$ cat src/logic/spi_hub_pkg.sv
`default_nettype none

package spi_hub_pkg;

  localparam int num_chan = 4;

  localparam int cmd_bits  = 12;
  localparam int data_bits = 8;
  localparam int hdr_bits  = 4; // Write flag plus address

  // Command field positions
  localparam int cmd_write_bit = 11;
  localparam int cmd_addr_msb  = 10;
  localparam int cmd_addr_lsb  = 8;

  typedef logic [cmd_bits-1:0]         cmd_word_t;
  typedef logic [2:0]                  reg_addr_t;
  typedef logic [data_bits-1:0]        reg_data_t;
  typedef logic [$clog2(num_chan)-1:0] chan_id_t;

  // Accepted command counter, wraps
  typedef logic [15:0] cmd_count_t;

endpackage

`default_nettype wire

$ cat src/logic/spi_cmd_dispatch.sv
`default_nettype none

module spi_cmd_dispatch
  import spi_hub_pkg::*;
(
  input  wire                 clk,
  input  wire                 rst_n,
  input  wire                 cmd_valid,
  output logic                cmd_ready,
  input  wire chan_id_t       cmd_chan,
  input  wire cmd_word_t      cmd_word,
  output logic [num_chan-1:0] eng_valid,
  input  wire  [num_chan-1:0] eng_ready,
  output cmd_word_t           eng_word
);

  // Word goes to every engine, only one sees valid
  assign eng_word  = cmd_word;
  assign cmd_ready = eng_ready[cmd_chan];

  always_comb
  begin
    eng_valid           = '0;
    eng_valid[cmd_chan] = cmd_valid;
  end

  // Host must keep cmd_valid low during reset
  a_eng_valid_reset: assert property (
    @(posedge clk) !rst_n |-> eng_valid == '0
  );

endmodule

`default_nettype wire

$ cat src/logic/spi_cmd_engine.sv
`default_nettype none

module spi_cmd_engine
  import spi_hub_pkg::*;
#(
  parameter int sclk_half = 5,
  parameter int read_gap  = 100
) (
  input  wire       clk,
  input  wire       rst_n,
  input  wire       cmd_valid,
  output logic      cmd_ready,
  input  wire cmd_word_t cmd_word,
  output logic      res_valid,
  input  wire       res_ready,
  output reg_data_t res_data,
  output logic      sclk,
  output logic      cs_n,
  output logic      mosi,
  input  wire       miso
);

  typedef enum logic [2:0] {
    ST_IDLE,
    ST_WR_SHIFT,
    ST_RD_HDR,
    ST_RD_GAP,
    ST_RD_SHIFT,
    ST_RES_HOLD,
    ST_FINISH
  } eng_state_e;

  localparam int div_w = $clog2(sclk_half + 1);
  localparam int gap_w = $clog2(read_gap + 1);

  eng_state_e       state;
  logic [div_w-1:0] div_cnt;
  logic [gap_w-1:0] gap_cnt;
  logic [3:0]       bit_cnt;
  logic             rd_op;
  cmd_word_t        shreg;   // Out bits leave at the top, in bits enter at the bottom
  logic             accept;
  logic             shifting;
  logic             half_done;
  logic             sclk_rise;
  logic             sclk_fall;
  logic             bit_last;

  assign accept    = cmd_valid && cmd_ready;
  assign cmd_ready = (state == ST_IDLE);
  assign res_valid = (state == ST_RES_HOLD);
  assign res_data  = shreg[data_bits-1:0];

  assign shifting  = state inside {ST_WR_SHIFT, ST_RD_HDR, ST_RD_SHIFT};
  assign half_done = shifting && (div_cnt == div_w'(sclk_half - 1));
  assign sclk_rise = half_done && !sclk;
  assign sclk_fall = half_done && sclk; // End of one bit
  assign mosi      = shreg[cmd_write_bit] && (state inside {ST_WR_SHIFT, ST_RD_HDR});

  always_comb
  begin
    case (state)
      ST_WR_SHIFT: bit_last = (bit_cnt == 4'(cmd_bits - 1));
      ST_RD_HDR:   bit_last = (bit_cnt == 4'(hdr_bits - 1));
      default:     bit_last = (bit_cnt == 4'(data_bits - 1));
    endcase
  end

  always_ff @(posedge clk or negedge rst_n)
  begin
    if (!rst_n)
    begin
      state   <= ST_IDLE;
      div_cnt <= '0;
      gap_cnt <= '0;
      bit_cnt <= '0;
      rd_op   <= 1'b0;
      sclk    <= 1'b0;
      cs_n    <= 1'b1;
    end
    else
    begin
      div_cnt <= (half_done || !shifting) ? '0 : div_cnt + 1'b1;
      if (half_done)
        sclk <= !sclk;
      if (sclk_fall)
        bit_cnt <= bit_cnt + 1'b1;

      case (state)
        ST_IDLE:
          if (accept)
          begin
            rd_op   <= !cmd_word[cmd_write_bit];
            cs_n    <= 1'b0;
            bit_cnt <= '0;
            state   <= cmd_word[cmd_write_bit] ? ST_WR_SHIFT : ST_RD_HDR;
          end
        ST_WR_SHIFT, ST_RD_SHIFT:
          if (sclk_fall && bit_last)
            state <= ST_FINISH;
        ST_RD_HDR:
          if (sclk_fall && bit_last)
          begin
            cs_n    <= 1'b1; // Gap between header and data
            gap_cnt <= '0;
            state   <= ST_RD_GAP;
          end
        ST_RD_GAP:
          if (gap_cnt == gap_w'(read_gap - 1))
          begin
            cs_n    <= 1'b0;
            bit_cnt <= '0;
            state   <= ST_RD_SHIFT;
          end
          else
          begin
            gap_cnt <= gap_cnt + 1'b1;
          end
        ST_FINISH:
          // One cycle cs_n low after the last edge, then one cycle high
          if (!cs_n)
            cs_n <= 1'b1;
          else if (rd_op)
            state <= ST_RES_HOLD;
          else
            state <= ST_IDLE;
        ST_RES_HOLD:
          if (res_ready)
            state <= ST_IDLE;
        default:
          state <= ST_IDLE;
      endcase
    end
  end

  always_ff @(posedge clk)
  begin
    if (accept)
      shreg <= cmd_word;
    else if (sclk_fall && state != ST_RD_SHIFT)
      shreg <= shreg << 1;
    else if (sclk_rise && state == ST_RD_SHIFT)
      shreg <= {shreg[cmd_bits-2:0], miso}; // MSB first
  end

  a_sclk_low_when_idle: assert property (
    @(posedge clk) disable iff (!rst_n) cs_n |-> !sclk
  );

  a_res_stable: assert property (
    @(posedge clk) disable iff (!rst_n)
      res_valid && !res_ready |=> res_valid && $stable(res_data)
  );

endmodule

`default_nettype wire

$ cat src/logic/spi_cmd_hub.sv
`default_nettype none

module spi_cmd_hub
  import spi_hub_pkg::*;
#(
  parameter int sclk_half = 5,
  parameter int read_gap  = 100
) (
  input  wire                clk,
  input  wire                rst_n,
  input  wire                cmd_valid,
  output wire                cmd_ready,
  input  wire chan_id_t      cmd_chan,
  input  wire cmd_word_t     cmd_word,
  output wire                rd_valid,
  input  wire                rd_ready,
  output chan_id_t           rd_chan,
  output reg_data_t          rd_data,
  output wire [num_chan-1:0] sclk,
  output wire [num_chan-1:0] cs_n,
  output wire [num_chan-1:0] mosi,
  input  wire [num_chan-1:0] miso
);

  wire [num_chan-1:0] eng_valid;
  wire [num_chan-1:0] eng_ready;
  wire [num_chan-1:0] res_valid;
  wire [num_chan-1:0] res_ready;
  wire cmd_word_t     eng_word;
  wire reg_data_t     res_data [num_chan];

  spi_cmd_dispatch i_dispatch (
    .clk       (clk),
    .rst_n     (rst_n),
    .cmd_valid (cmd_valid),
    .cmd_ready (cmd_ready),
    .cmd_chan  (cmd_chan),
    .cmd_word  (cmd_word),
    .eng_valid (eng_valid),
    .eng_ready (eng_ready),
    .eng_word  (eng_word)
  );

  for (genvar g = 0; g < num_chan; g++)
  begin : g_eng
    spi_cmd_engine #(
      .sclk_half (sclk_half),
      .read_gap  (read_gap)
    ) i_engine (
      .clk       (clk),
      .rst_n     (rst_n),
      .cmd_valid (eng_valid[g]),
      .cmd_ready (eng_ready[g]),
      .cmd_word  (eng_word),
      .res_valid (res_valid[g]),
      .res_ready (res_ready[g]),
      .res_data  (res_data[g]),
      .sclk      (sclk[g]),
      .cs_n      (cs_n[g]),
      .mosi      (mosi[g]),
      .miso      (miso[g])
    );
  end

  spi_read_collect i_collect (
    .clk       (clk),
    .rst_n     (rst_n),
    .res_valid (res_valid),
    .res_ready (res_ready),
    .res_data  (res_data),
    .rd_valid  (rd_valid),
    .rd_ready  (rd_ready),
    .rd_chan   (rd_chan),
    .rd_data   (rd_data)
  );

endmodule

`default_nettype wire

$ cat src/logic/spi_read_collect.sv
`default_nettype none

module spi_read_collect
  import spi_hub_pkg::*;
(
  input  wire                 clk,
  input  wire                 rst_n,
  input  wire  [num_chan-1:0] res_valid,
  output logic [num_chan-1:0] res_ready,
  input  wire reg_data_t      res_data [num_chan],
  output logic                rd_valid,
  input  wire                 rd_ready,
  output chan_id_t            rd_chan,
  output reg_data_t           rd_data
);

  chan_id_t rr_ptr;     // Highest priority channel
  chan_id_t grant_chan;
  logic     grant_any;
  logic     load;

  // Output register empty or draining this cycle
  assign load = !rd_valid || rd_ready;

  always_comb
  begin
    grant_any  = 1'b0;
    grant_chan = rr_ptr;
    for (int k = 0; k < num_chan; k++)
    begin
      if (!grant_any && res_valid[chan_id_t'(rr_ptr + chan_id_t'(k))])
      begin
        grant_any  = 1'b1;
        grant_chan = chan_id_t'(rr_ptr + chan_id_t'(k));
      end
    end
  end

  always_comb
  begin
    res_ready = '0;
    if (load && grant_any)
      res_ready[grant_chan] = 1'b1;
  end

  always_ff @(posedge clk or negedge rst_n)
  begin
    if (!rst_n)
    begin
      rd_valid <= 1'b0;
      rr_ptr   <= '0;
    end
    else if (load)
    begin
      rd_valid <= grant_any;
      if (grant_any)
        rr_ptr <= grant_chan + 1'b1; // Winner drops to lowest priority
    end
  end

  always_ff @(posedge clk)
  begin
    if (load && grant_any)
    begin
      rd_chan <= grant_chan;
      rd_data <= res_data[grant_chan];
    end
  end

  a_rd_stable: assert property (
    @(posedge clk) disable iff (!rst_n)
      rd_valid && !rd_ready |=> rd_valid && $stable(rd_data) && $stable(rd_chan)
  );

endmodule

`default_nettype wire

$ cat config.mk
export PLATFORM = sky130hd
export DESIGN_NAME = spi_cmd_hub
export DESIGN_NICKNAME = d
export VERILOG_FILES = /design/src/logic/spi_hub_pkg.sv /design/src/logic/spi_cmd_dispatch.sv /design/src/logic/spi_cmd_engine.sv /design/src/logic/spi_cmd_hub.sv /design/src/logic/spi_read_collect.sv
export SDC_FILE = /design/constraint.sdc
export NUM_CORES = 1
export LEC_CHECK = 0
export BUFFER_PORTS_ARGS = -buffer_cell sky130_fd_sc_hd__buf_2
export CORE_MARGIN = 3
export CORE_UTILIZATION = 40
export DETAILED_ROUTE_END_ITERATION = 8
export GPL_TIMING_DRIVEN = 1
export SLEW_MARGIN = 20
export SYNTH_ARGS = -nofsm -noshare
export SYNTH_HDL_FRONTEND = slang
export SYNTH_SLANG_ARGS = --single-unit
$ cat constraint.sdc
create_clock -name clk -period 2.95 [get_ports clk]
set_input_delay 0.295 -clock clk [delete_from_list [all_inputs] [get_ports clk]]
set_output_delay 0.295 -clock clk [all_outputs]
set_load 0.02 [all_outputs]
==> results of run 1 <==
## cells in the final DEF (no fill, tap or decap), types with 16 or more instances in the layout
cell type	count
nor2_1	80
inv_1	24
dfrtp_1	79
o21ai_1	21
a21oi_1	23
edfxtp_1	58
mux2_2	45
nand3_1	22
clkbuf_16	18
nand2_1	68
buf_2	44
xor2_1	19
buf_4	24
o21ai_0	34
ha_1	16
## through the flow
| stage | area [sq um] | setup slack, ns | power, uW | util (%) |
|---|---|---|---|---|
| floorplan | 7850 | 0.457 | 4810 | - |
| global placement | 8330 | 0.553 | 5340 | 43.8 |
| detailed placement | 8330 | 0.478 | 5440 | 43.8 |
| CTS | 8920 | 0.440 | 7540 | 46.9 |
| global route | 8920 | 0.256 | 7950 | 46.9 |
| finish | 8920 | 0.437 | 7500 | 46.9 |
## cell type report
type | instances | area, sq um | share of cell area [%]
Clock buffer | 19 | 464 | 5.21
Clock inverter | 13 | 116 | 1.30
Inverter | 28 | 105 | 1.18
Multi-Input combinational cell | 532 | 3670 | 41.2
Sequential cell | 141 | 3820 | 42.9
Tap cell | 260 | 325 | 3.65
Timing Repair Buffer | 69 | 410 | 4.60
## cell families after synthesis
kind of cell | share of synthesized area, %
buf+inv | 4.61
mux | 10.3
flops | 48.7
simple gates | 17.1
xor+xnor | 3.55
fa+ha+maj | 2.55
compound gates | 13.1
## power by group through the flow
stage / Sequential [uW] / Clock [uW] / Combinational, uW
floorplan: 2810 / 0 / 2010
global placement: 2870 / 0 / 2460
detailed placement: 2900 / 0 / 2550
CTS: 2860 / 2100 / 2570
global route: 2920 / 2200 / 2840
finish: 2860 / 2070 / 2560
## critical path: stages (launching register included)
cell	delay, ns
dfrtp_1	0.54
buf_4	0.21
xor2_1	0.23
o21ai_1	0.22
a211oi_2	0.45
nand2b_1	0.16
a311o_1	0.37
o31ai_1	0.23
## per-layer routing
| metal | vias up | share of wire [%] | routed length, um |
|---|---|---|---|
| met5 | - | 0.11 | 20 |
| met4 | 2 | 1.2 | 221 |
| met3 | 18 | 4.9 | 872 |
| met2 | 128 | 50 | 9040 |
| met1 | 2891 | 43 | 7780 |
| li1 | 2805 | - | - |
## repair_timing
item | in CTS | in global routing
hold buffers | 1 | 0
hold endpoints to repair | 33 | 0
buffers inserted | 0 | 0
## flip-flops by register name, indices dropped and copies added (netlist names)
name	cells
g_eng.i_engine.shreg	48
g_eng.i_engine.gap_cnt	28
g_eng.i_engine.bit_cnt	16
g_eng.i_engine.div_cnt	12
g_eng.i_engine.state	12
i_collect.rd_data	8
g_eng.i_engine.cs_n	4
g_eng.i_engine.rd_op	4
g_eng.i_engine.sclk	4
i_collect.rd_chan	2
i_collect.rr_ptr	2
i_collect.rd_valid	1
## how the worst max path moves through the flow
stage                                      end  slack [ns]  cells past startpoint
global placement          i_collect.rd_data[3]        0.55                      5
floorplan           g_eng[3].i_engine.shreg[0]        0.46                      4
CTS                 g_eng[3].i_engine.state[0]        0.44                      7
global route        g_eng[0].i_engine.state[0]        0.26                      7
finish              g_eng[3].i_engine.state[0]        0.44                      7
detailed placement  g_eng[3].i_engine.state[0]        0.48                      7
==> flow_summary_export.csv, run 1 <==
group,metric,value,unit
cts,clock_path_buffers,2,
logic_synthesis,async_flop_share,58.9,%
cts,clkLatencyLatePin,0.42,ns
floorplanning,core_area,19000,sq um
logic_synthesis,synth_flop_cell,"dfrtp_1",
cells_and_area,stdcell_count,1062,
cells_and_area,drive_above_1_share,21.4,%
power,p_per_area,841,nW/um^2
cts,cts_resized,0,
worst_setup_path,r2r-end,"g_eng[3].i_engine.state[0]",
cells_and_area,nets,827,
global_routing,grt_use_total,17.0,%
power,total_leakage_power,0.00372,uW
logic_synthesis,synthCells,746,
worst_setup_path,crit_arrival,2.82,ns
drt,wl_per_cell,16.9,um
sta,relSlewSlack,54.0,%
logic_synthesis,syn-num-nets,784,
worst_setup_path,crit_path_end_kind,"flip-flop",
worst_setup_path,critPathKind,"flip-flop to flip-flop",
global_routing,grt_pass1_vias,5841,
logic_synthesis,ys_types,78,
global_routing,top_usage_layer,"met2",
drt,viasPerCell,5.50,
power,power_frac_comb,34.1,%
worst_setup_path,crit_start,"g_eng[3].i_engine.state[1]",
global_routing,antenna_found_initial,1,
floorplanning,chipWidth,146,um
drt,drcViolationCount,0,
global_routing,grt_max_degree,38,
logic_synthesis,synthTopCellsByCount,"80 x nor2_1, 79 x dfrtp_1, 68 x nand2_1, 58 x edfxtp_1, 45 x mux2_2",
logic_synthesis,synth-edff-count,58,
hold_path,min-delay-start,"miso[3]",
cts,tritoncts,"yes",
power,p_clk_share,27.7,%
floorplanning,dieArea,21300,sq um
power,p_switching,2710,uW
power,seqPwrFrac,38.2,%
sta,period_share,85.2,%
floorplanning,io_pins,46,
worst_setup_path,reg2reg_setup_slack,0.44,ns
power,switching_share,36.1,%
logic_synthesis,synth.largest_area_cell,"dfrtp_1",
logic_synthesis,synth-seq-cells,141,
place,portBuffers,45,
sta,hold_viol_final,0,
sta,worst_slew_pin_slew,0.689,ns
drt,dr.pass1.iters,5,
drt,vias,5844,
global_routing,grtUsageMet1,21.5,%
cells_and_area,area_growth,13.6,%
floorplanning,rows,50,
logic_synthesis,synth.avg_cell_area,10.5,sq um
sta,drv_slew,0,
power,vdd_drop_max,413,uV
floorplanning,initial_utilization,41.3,%
logic_synthesis,netlist_area,7850,sq um
cts,clock_sinks,141,
place,gp_congestion,0.841,
worst_setup_path,path_max_fanout,12,
place,dp_hpwl,13000,um
global_routing,overflow,0,
worst_setup_path,r2r-start,"g_eng[3].i_engine.state[1]",
worst_setup_path,r2r_cells,7,
sta,whs,0.220,ns
cts,cts_made_buffers,17,
logic_synthesis,yosysSeqAreaShare,48.7,%
cts,htree_levels,4,
cts,root_buffer,"clkbuf_16",
drt,finalWirelength,17900,um
global_routing,use_met2,28.7,%
logic_synthesis,synth_top_area_share,25.2,%
floorplanning,dieHeight,146,um
cells_and_area,diodes,0,
place,dpl.cell_count,1029,
drt,drt_iter0_drc,463,
logic_synthesis,yosysMostFrequentCell,"nor2_1",
worst_setup_path,startpoint_type,"flip-flop",
flow_run,drv_cap,0,
sta,setup_tns,0,ns
hold_path,holdPathStages,3,
sta,setup_viol,0,
sta,finalClockSkew,0.00603,ns
logic_synthesis,synth_area_leaders,"dfrtp_1 25%, edfxtp_1 22%, mux2_2 6.5%",
sta,max_freq,0.398,GHz
worst_setup_path,cp.required,3.26,ns
run_status,status,"finished clean",
hold_path,hold_path.class,"input port to flip-flop",
cells_and_area,fill_cells,1788,
sta,fin_crit,2.51,ns
hold_path,hold_end,"g_eng[3].i_engine.shreg[0]",
sta,rsz0062_at_grt,"false",
power,intPower,4790,uW
logic_synthesis,yosysWarnings,0,
drt,postRouteAntennaNets,0,
global_routing,grt_util_met3,4.72,%
global_routing,grt_pass1_wl,29600,um
cts,clk_pin_slew,0.06,ns
Note: power is estimated with default switching activity, not from simulation.
==> inputs of run 2 (changes only) <==
--- a/config.mk
+++ b/config.mk
@@ -10,6 +10,7 @@
 export CORE_UTILIZATION = 40
 export DETAILED_ROUTE_END_ITERATION = 8
 export GPL_TIMING_DRIVEN = 1
+export SKIP_LAST_GASP = 1
 export SLEW_MARGIN = 20
 export SYNTH_ARGS = -nofsm -noshare
 export SYNTH_HDL_FRONTEND = slang
==> constraint.sdc (replaced) <==
create_clock -name clk -period 2.95 [get_ports clk]
set_input_delay 0.1475 -clock clk [delete_from_list [all_inputs] [get_ports clk]]
set_output_delay 0.1475 -clock clk [all_outputs]
set_load 0.02 [all_outputs]
==> flow_summary_export.csv, run 2 (same netlist as run 1, synthesis figures left out) <==
group,metric,value,unit
worst_setup_path,reg2reg_setup_slack,0.40,ns
sta,worst_slew_pin_slew,0.688,ns
cells_and_area,drive_above_1_share,21.2,%
place,dp_hpwl,13000,um
cells_and_area,layout_commonest_cell,"nor2_1",
global_routing,grt_pass1_wl,30100,um
drt,viasPerCell,5.53,
worst_setup_path,critPathKind,"flip-flop to flip-flop",
flow_run,drv_cap,0,
sta,finalClockSkew,0.0108,ns
worst_setup_path,crit_start,"g_eng[2].i_engine.state[2]",
power,report.power.total,7650,uW
cells_and_area,final_cell_mix,"80 x nor2_1, 79 x dfrtp_1, 68 x nand2_1",
cts,cts_resized,0,
global_routing,grt_pass1_vias,5901,
global_routing,grt_use_total,17.2,%
power,total_leakage_power,0.00374,uW
cells_and_area,reg_top3,"g_eng.i_engine.shreg (48), g_eng.i_engine.gap_cnt (28), g_eng.i_engine.bit_cnt (16)",
power,intPower,4990,uW
drt,finalWirelength,18000,um
drt,dr.pass1.iters,5,
sta,max_freq,0.392,GHz
drt,wl_per_cell,17.0,um
sta,drv_slew,0,
worst_setup_path,crit_path_end_kind,"flip-flop",
power,vdd_drop_max,431,uV
sta,relSlewSlack,54.0,%
sta,fin_crit,2.55,ns
power,seqPwrFrac,37.4,%
place,portBuffers,45,
worst_setup_path,r2r-start,"g_eng[2].i_engine.state[2]",
cts,tritoncts,"yes",
hold_path,hold_path.class,"input port to flip-flop",
sta,hold_viol_final,0,
global_routing,overflow,0,
power,p_switching,2660,uW
cells_and_area,fill_cells,1791,
cts,clock_sinks,141,
cts,root_buffer,"clkbuf_16",
drt,drcViolationCount,0,
floorplanning,initial_utilization,41.3,%
floorplanning,chipWidth,146,um
cts,post-cts-setup-buffers,0,
cells_and_area,final_util,47.1,%
cells_and_area,regMostFlops,"g_eng.i_engine.shreg",
worst_setup_path,startpoint_type,"flip-flop",
cells_and_area,diodes,0,
cells_and_area,area_growth,14.0,%
cells_and_area,largest_register_ffs,48,
cts,cts_hold_buffers,1,
floorplanning,io_pins,46,
sta,period_share,86.5,%
floorplanning,dieHeight,146,um
cts,clkLatencyLatePin,0.42,ns
worst_setup_path,cp.required,3.10,ns
cells_and_area,seq_area,3820,sq um
global_routing,antenna_found_initial,1,
floorplanning,dieArea,21300,sq um
power,p_per_area,855,nW/um^2
power,p_clk_share,29.3,%
worst_setup_path,crit_arrival,2.71,ns
sta,rsz0062_at_grt,"false",
drt,drt_iter0_drc,421,
sta,setup_ws,0.397,ns
place,dpl.cell_count,1029,
power,switching_share,34.8,%
cells_and_area,multi_input_area,3670,sq um
cts,htree_levels,4,
run_status,status,"finished clean",
sta,setup_viol,0,
worst_setup_path,path_max_fanout,17,
global_routing,grt_max_degree,39,
place,dp_slack,0.432,ns
hold_path,min-delay-start,"miso[3]",
cells_and_area,nets,827,
drt,vias,5871,
power,power_frac_comb,33.3,%
floorplanning,rows,50,
cts,clock_path_buffers,2,
sta,setup_tns,0,ns
floorplanning,core_area,19000,sq um
cells_and_area,stdcell_count,1062,
cts,cts_made_buffers,17,
place,gp_congestion,0.843,
drt,postRouteAntennaNets,0,
cts,clk_pin_slew,0.06,ns
## run 2: metal layers
metal / vias to the layer above / routed length, um / GRT usage, %
met4: 2 / 211 / 4.47
met5: - / 13 / 0
met3: 21 / 769 / 4.19
met1: 2902 / 7910 / 21.8
li1: 2817 / - / -
met2: 129 / 9150 / 29.7
## run 2: layout make-up
type / instances / share of cell area (%)
well taps: 260 / 3.63
repair buffers: 69 / 4.58
clock inverters: 12 / 1.89
multi-input cells: 532 / 41.0
clock buffers: 20 / 4.99
inverters: 28 / 1.17
flip-flops and latches: 141 / 42.7
## run 2: worst max-delay path: stages, from the launching register on
cell and delay [ns]:
dfrtp_1 0.64, nand3b_1 0.30, a311oi_1 0.37, a211o_1 0.39
inv_2 0.14, mux4_2 0.44
## run 2: final timing paths
path	to	cells after the start
max in group asynchronous	g_eng[2].i_engine.cs_n	3
min reg2reg	g_eng[3].i_engine.div_cnt[0]	1
min in group asynchronous	g_eng[1].i_engine.gap_cnt[2]	2
min	g_eng[3].i_engine.shreg[0]	3
max reg2reg	i_collect.rd_data[3]	5
max	i_collect.rd_data[3]	5
## run 2: power by group through the flow
stage	clock network, uW	registers (uW)	logic, uW
global route	2380	2920	2850
detailed placement	0	2890	2540
floorplan	0	2810	2010
finish	2240	2860	2550
CTS	2280	2860	2560
global placement	0	2870	2460
## run 2: through the flow
step | hold WS [ns] | instance area (sq um)
after floorplan | -0.148 | 7850
after global placement | 0.160 | 8330
after detailed placement | 0.171 | 8330
after CTS | 0.0402 | 8950
after global routing | 0.0650 | 8950
final | 0.0447 | 8950
==> inputs of run 3 (changes only) <==
--- a/config.mk
+++ b/config.mk
@@ -7,9 +7,10 @@
 export LEC_CHECK = 0
 export BUFFER_PORTS_ARGS = -buffer_cell sky130_fd_sc_hd__buf_2
 export CORE_MARGIN = 3
-export CORE_UTILIZATION = 40
+export CORE_UTILIZATION = 62
 export DETAILED_ROUTE_END_ITERATION = 8
 export GPL_TIMING_DRIVEN = 1
+export PLACE_DENSITY = 0.81
 export SKIP_LAST_GASP = 1
 export SLEW_MARGIN = 20
 export SYNTH_ARGS = -nofsm -noshare
==> flow_summary_export.csv, run 3 (same netlist as run 1, synthesis figures left out) <==
group,metric,value,unit
sta,period_share,88.3,%
cells_and_area,nets,820,
cts,clock_sinks,141,
global_routing,grt_pass1_wl,28700,um
run_status,status,"finished clean",
power,p_clk_share,28.5,%
drt,dr.pass1.iters,6,
drt,vias,5984,
power,p_per_area,859,nW/um^2
cells_and_area,seq_area,3820,sq um
power,report.power.total,7530,uW
floorplanning,dieHeight,119,um
cells_and_area,multi_input_area,3670,sq um
power,total_leakage_power,0.00371,uW
drt,viasPerCell,6.21,
place,portBuffers,45,
sta,relSlewSlack,49.1,%
floorplanning,chipWidth,119,um
power,seqPwrFrac,39.1,%
sta,max_freq,0.384,GHz
sta,hold_viol_final,0,
place,gp_congestion,0.914,
sta,fin_crit,2.60,ns
floorplanning,core_area,12200,sq um
sta,setup_ws,0.346,ns
sta,finalClockSkew,0.0110,ns
worst_setup_path,cpLargestDelayFamily,"compound AO/OA/AOI/OAI gates",
worst_setup_path,path_max_fanout,17,
cts,clkLatencyLatePin,0.42,ns
cts,cts_made_buffers,17,
cells_and_area,diodes,0,
drt,drcViolationCount,0,
worst_setup_path,cp_cell_sequence,"clkinv_1 -> a211o_1 -> a21oi_1 -> o311ai_1 -> nor3_1 -> mux2_1",
place,dpl.cell_count,930,
global_routing,antenna_found_initial,0,
global_routing,grt_pass1_vias,5788,
worst_setup_path,cp_num_buf_inv,1,
cells_and_area,fill_cells,857,
sta,worst_slew_pin_slew,0.764,ns
drt,postRouteAntennaNets,0,
cells_and_area,reg_top3,"g_eng.i_engine.shreg (48), g_eng.i_engine.gap_cnt (28), g_eng.i_engine.bit_cnt (16)",
power,power_frac_comb,32.4,%
floorplanning,dieArea,14000,sq um
power,intPower,4870,uW
cts,root_buffer,"clkbuf_16",
worst_setup_path,max_stage_delay,0.67,ns
cts,cts_resized,0,
place,dp_hpwl,12000,um
cells_and_area,drive_above_1_share,20.5,%
worst_setup_path,startpoint_type,"flip-flop",
drt,finalWirelength,17200,um
worst_setup_path,critical_path.slowest_cell,"dfrtp_1",
cells_and_area,regMostFlops,"g_eng.i_engine.shreg",
drt,drt_iter0_drc,463,
power,vdd_drop_max,600,uV
floorplanning,initial_utilization,64.3,%
cts,htree_levels,4,
cells_and_area,largest_register_ffs,48,
worst_setup_path,critPathKind,"flip-flop to flip-flop",
sta,rsz0062_at_grt,"false",
worst_setup_path,cp.required,3.25,ns
power,switching_share,35.4,%
cells_and_area,final_cell_mix,"80 x nor2_1, 79 x dfrtp_1, 68 x nand2_1",
global_routing,overflow,0,
floorplanning,rows,40,
worst_setup_path,crit_arrival,2.90,ns
global_routing,grt_max_degree,84,
global_routing,grt_use_total,25.3,%
flow_run,drv_cap,0,
sta,drv_slew,0,
cells_and_area,area_growth,11.7,%
cells_and_area,stdcell_count,963,
place,dp_slack,0.388,ns
cts,tritoncts,"yes",
sta,setup_viol,0,
cells_and_area,final_util,71.8,%
hold_path,hold_path.class,"input port to flip-flop",
drt,wl_per_cell,17.9,um
cts,clk_pin_slew,0.07,ns
sta,setup_tns,0,ns
floorplanning,io_pins,46,
power,p_switching,2670,uW
worst_setup_path,crit_path_end_kind,"flip-flop",
cts,clock_path_buffers,2,
cells_and_area,layout_commonest_cell,"nor2_1",
==> run 3: changes by cell type in the layout (fill, tap and decap cells not counted), sizes merged <==
cell      delta
buf          -7
bufinv       -1
clkinv       +4
clkbuf       -3
clkinvlp     -2
inv          +2
==> run 3: metrics by stage <==
stage               hold WS (ns)  instance area [sq um]
finish                    0.0808                   8770
CTS                       0.0663                   8760
detailed placement         0.411                   8160
global route              0.0701                   8770
global placement           0.396                   8160
floorplan                 -0.148                   7850
==> run 3: repair_timing <==
action | in CTS | in global routing
hold endpoints to repair | 79 | 0
hold buffers | 1 | 0
setup buffers | 0 | 0
==> run 3: area by class of cell <==
type	instances	share of cell area (%)
clock buffer	17	4.85
clock inverter	15	1.94
inverter	28	1.20
multi-input combinational	532	41.9
sequential	141	43.6
tap	168	2.40
timing repair buffer	62	4.12
==> run 3: worst paths after layout <==
check	startpoint	end	slack (ns)	cells after the start
max	g_eng[2].i_engine.state[2]	g_eng[2].i_engine.state[0]	0.35	6
min	cmd_word[7]	g_eng[0].i_engine.shreg[7]	0.08	2
max reg2reg	g_eng[2].i_engine.state[2]	g_eng[2].i_engine.state[0]	0.35	6
min reg2reg	g_eng[3].i_engine.div_cnt[0]	g_eng[3].i_engine.div_cnt[0]	0.47	1
max in group asynchronous	rst_n	g_eng[0].i_engine.gap_cnt[4]	2.08	2
min in group asynchronous	rst_n	g_eng[1].i_engine.gap_cnt[4]	0.36	2
==> run 3: per-layer routing <==
layer / share of wire, % / vias up / GRT usage (%)
li1: - / 2801 / -
met1: 43 / 2960 / 33.2
met2: 51 / 190 / 42.9
met3: 4.9 / 33 / 5.41
met4: 1.6 / 0 / 6.52
met5: 0 / - / 0
==> run 3: power groups by stage <==
stage | registers (uW) | logic (uW) | clock network, uW
finish | 2950 | 2440 | 2150
detailed placement | 2970 | 2420 | 0
global route | 3010 | 2710 | 2270
global placement | 2930 | 2310 | 0
CTS | 2930 | 2440 | 2180
floorplan | 2810 | 2010 | 0
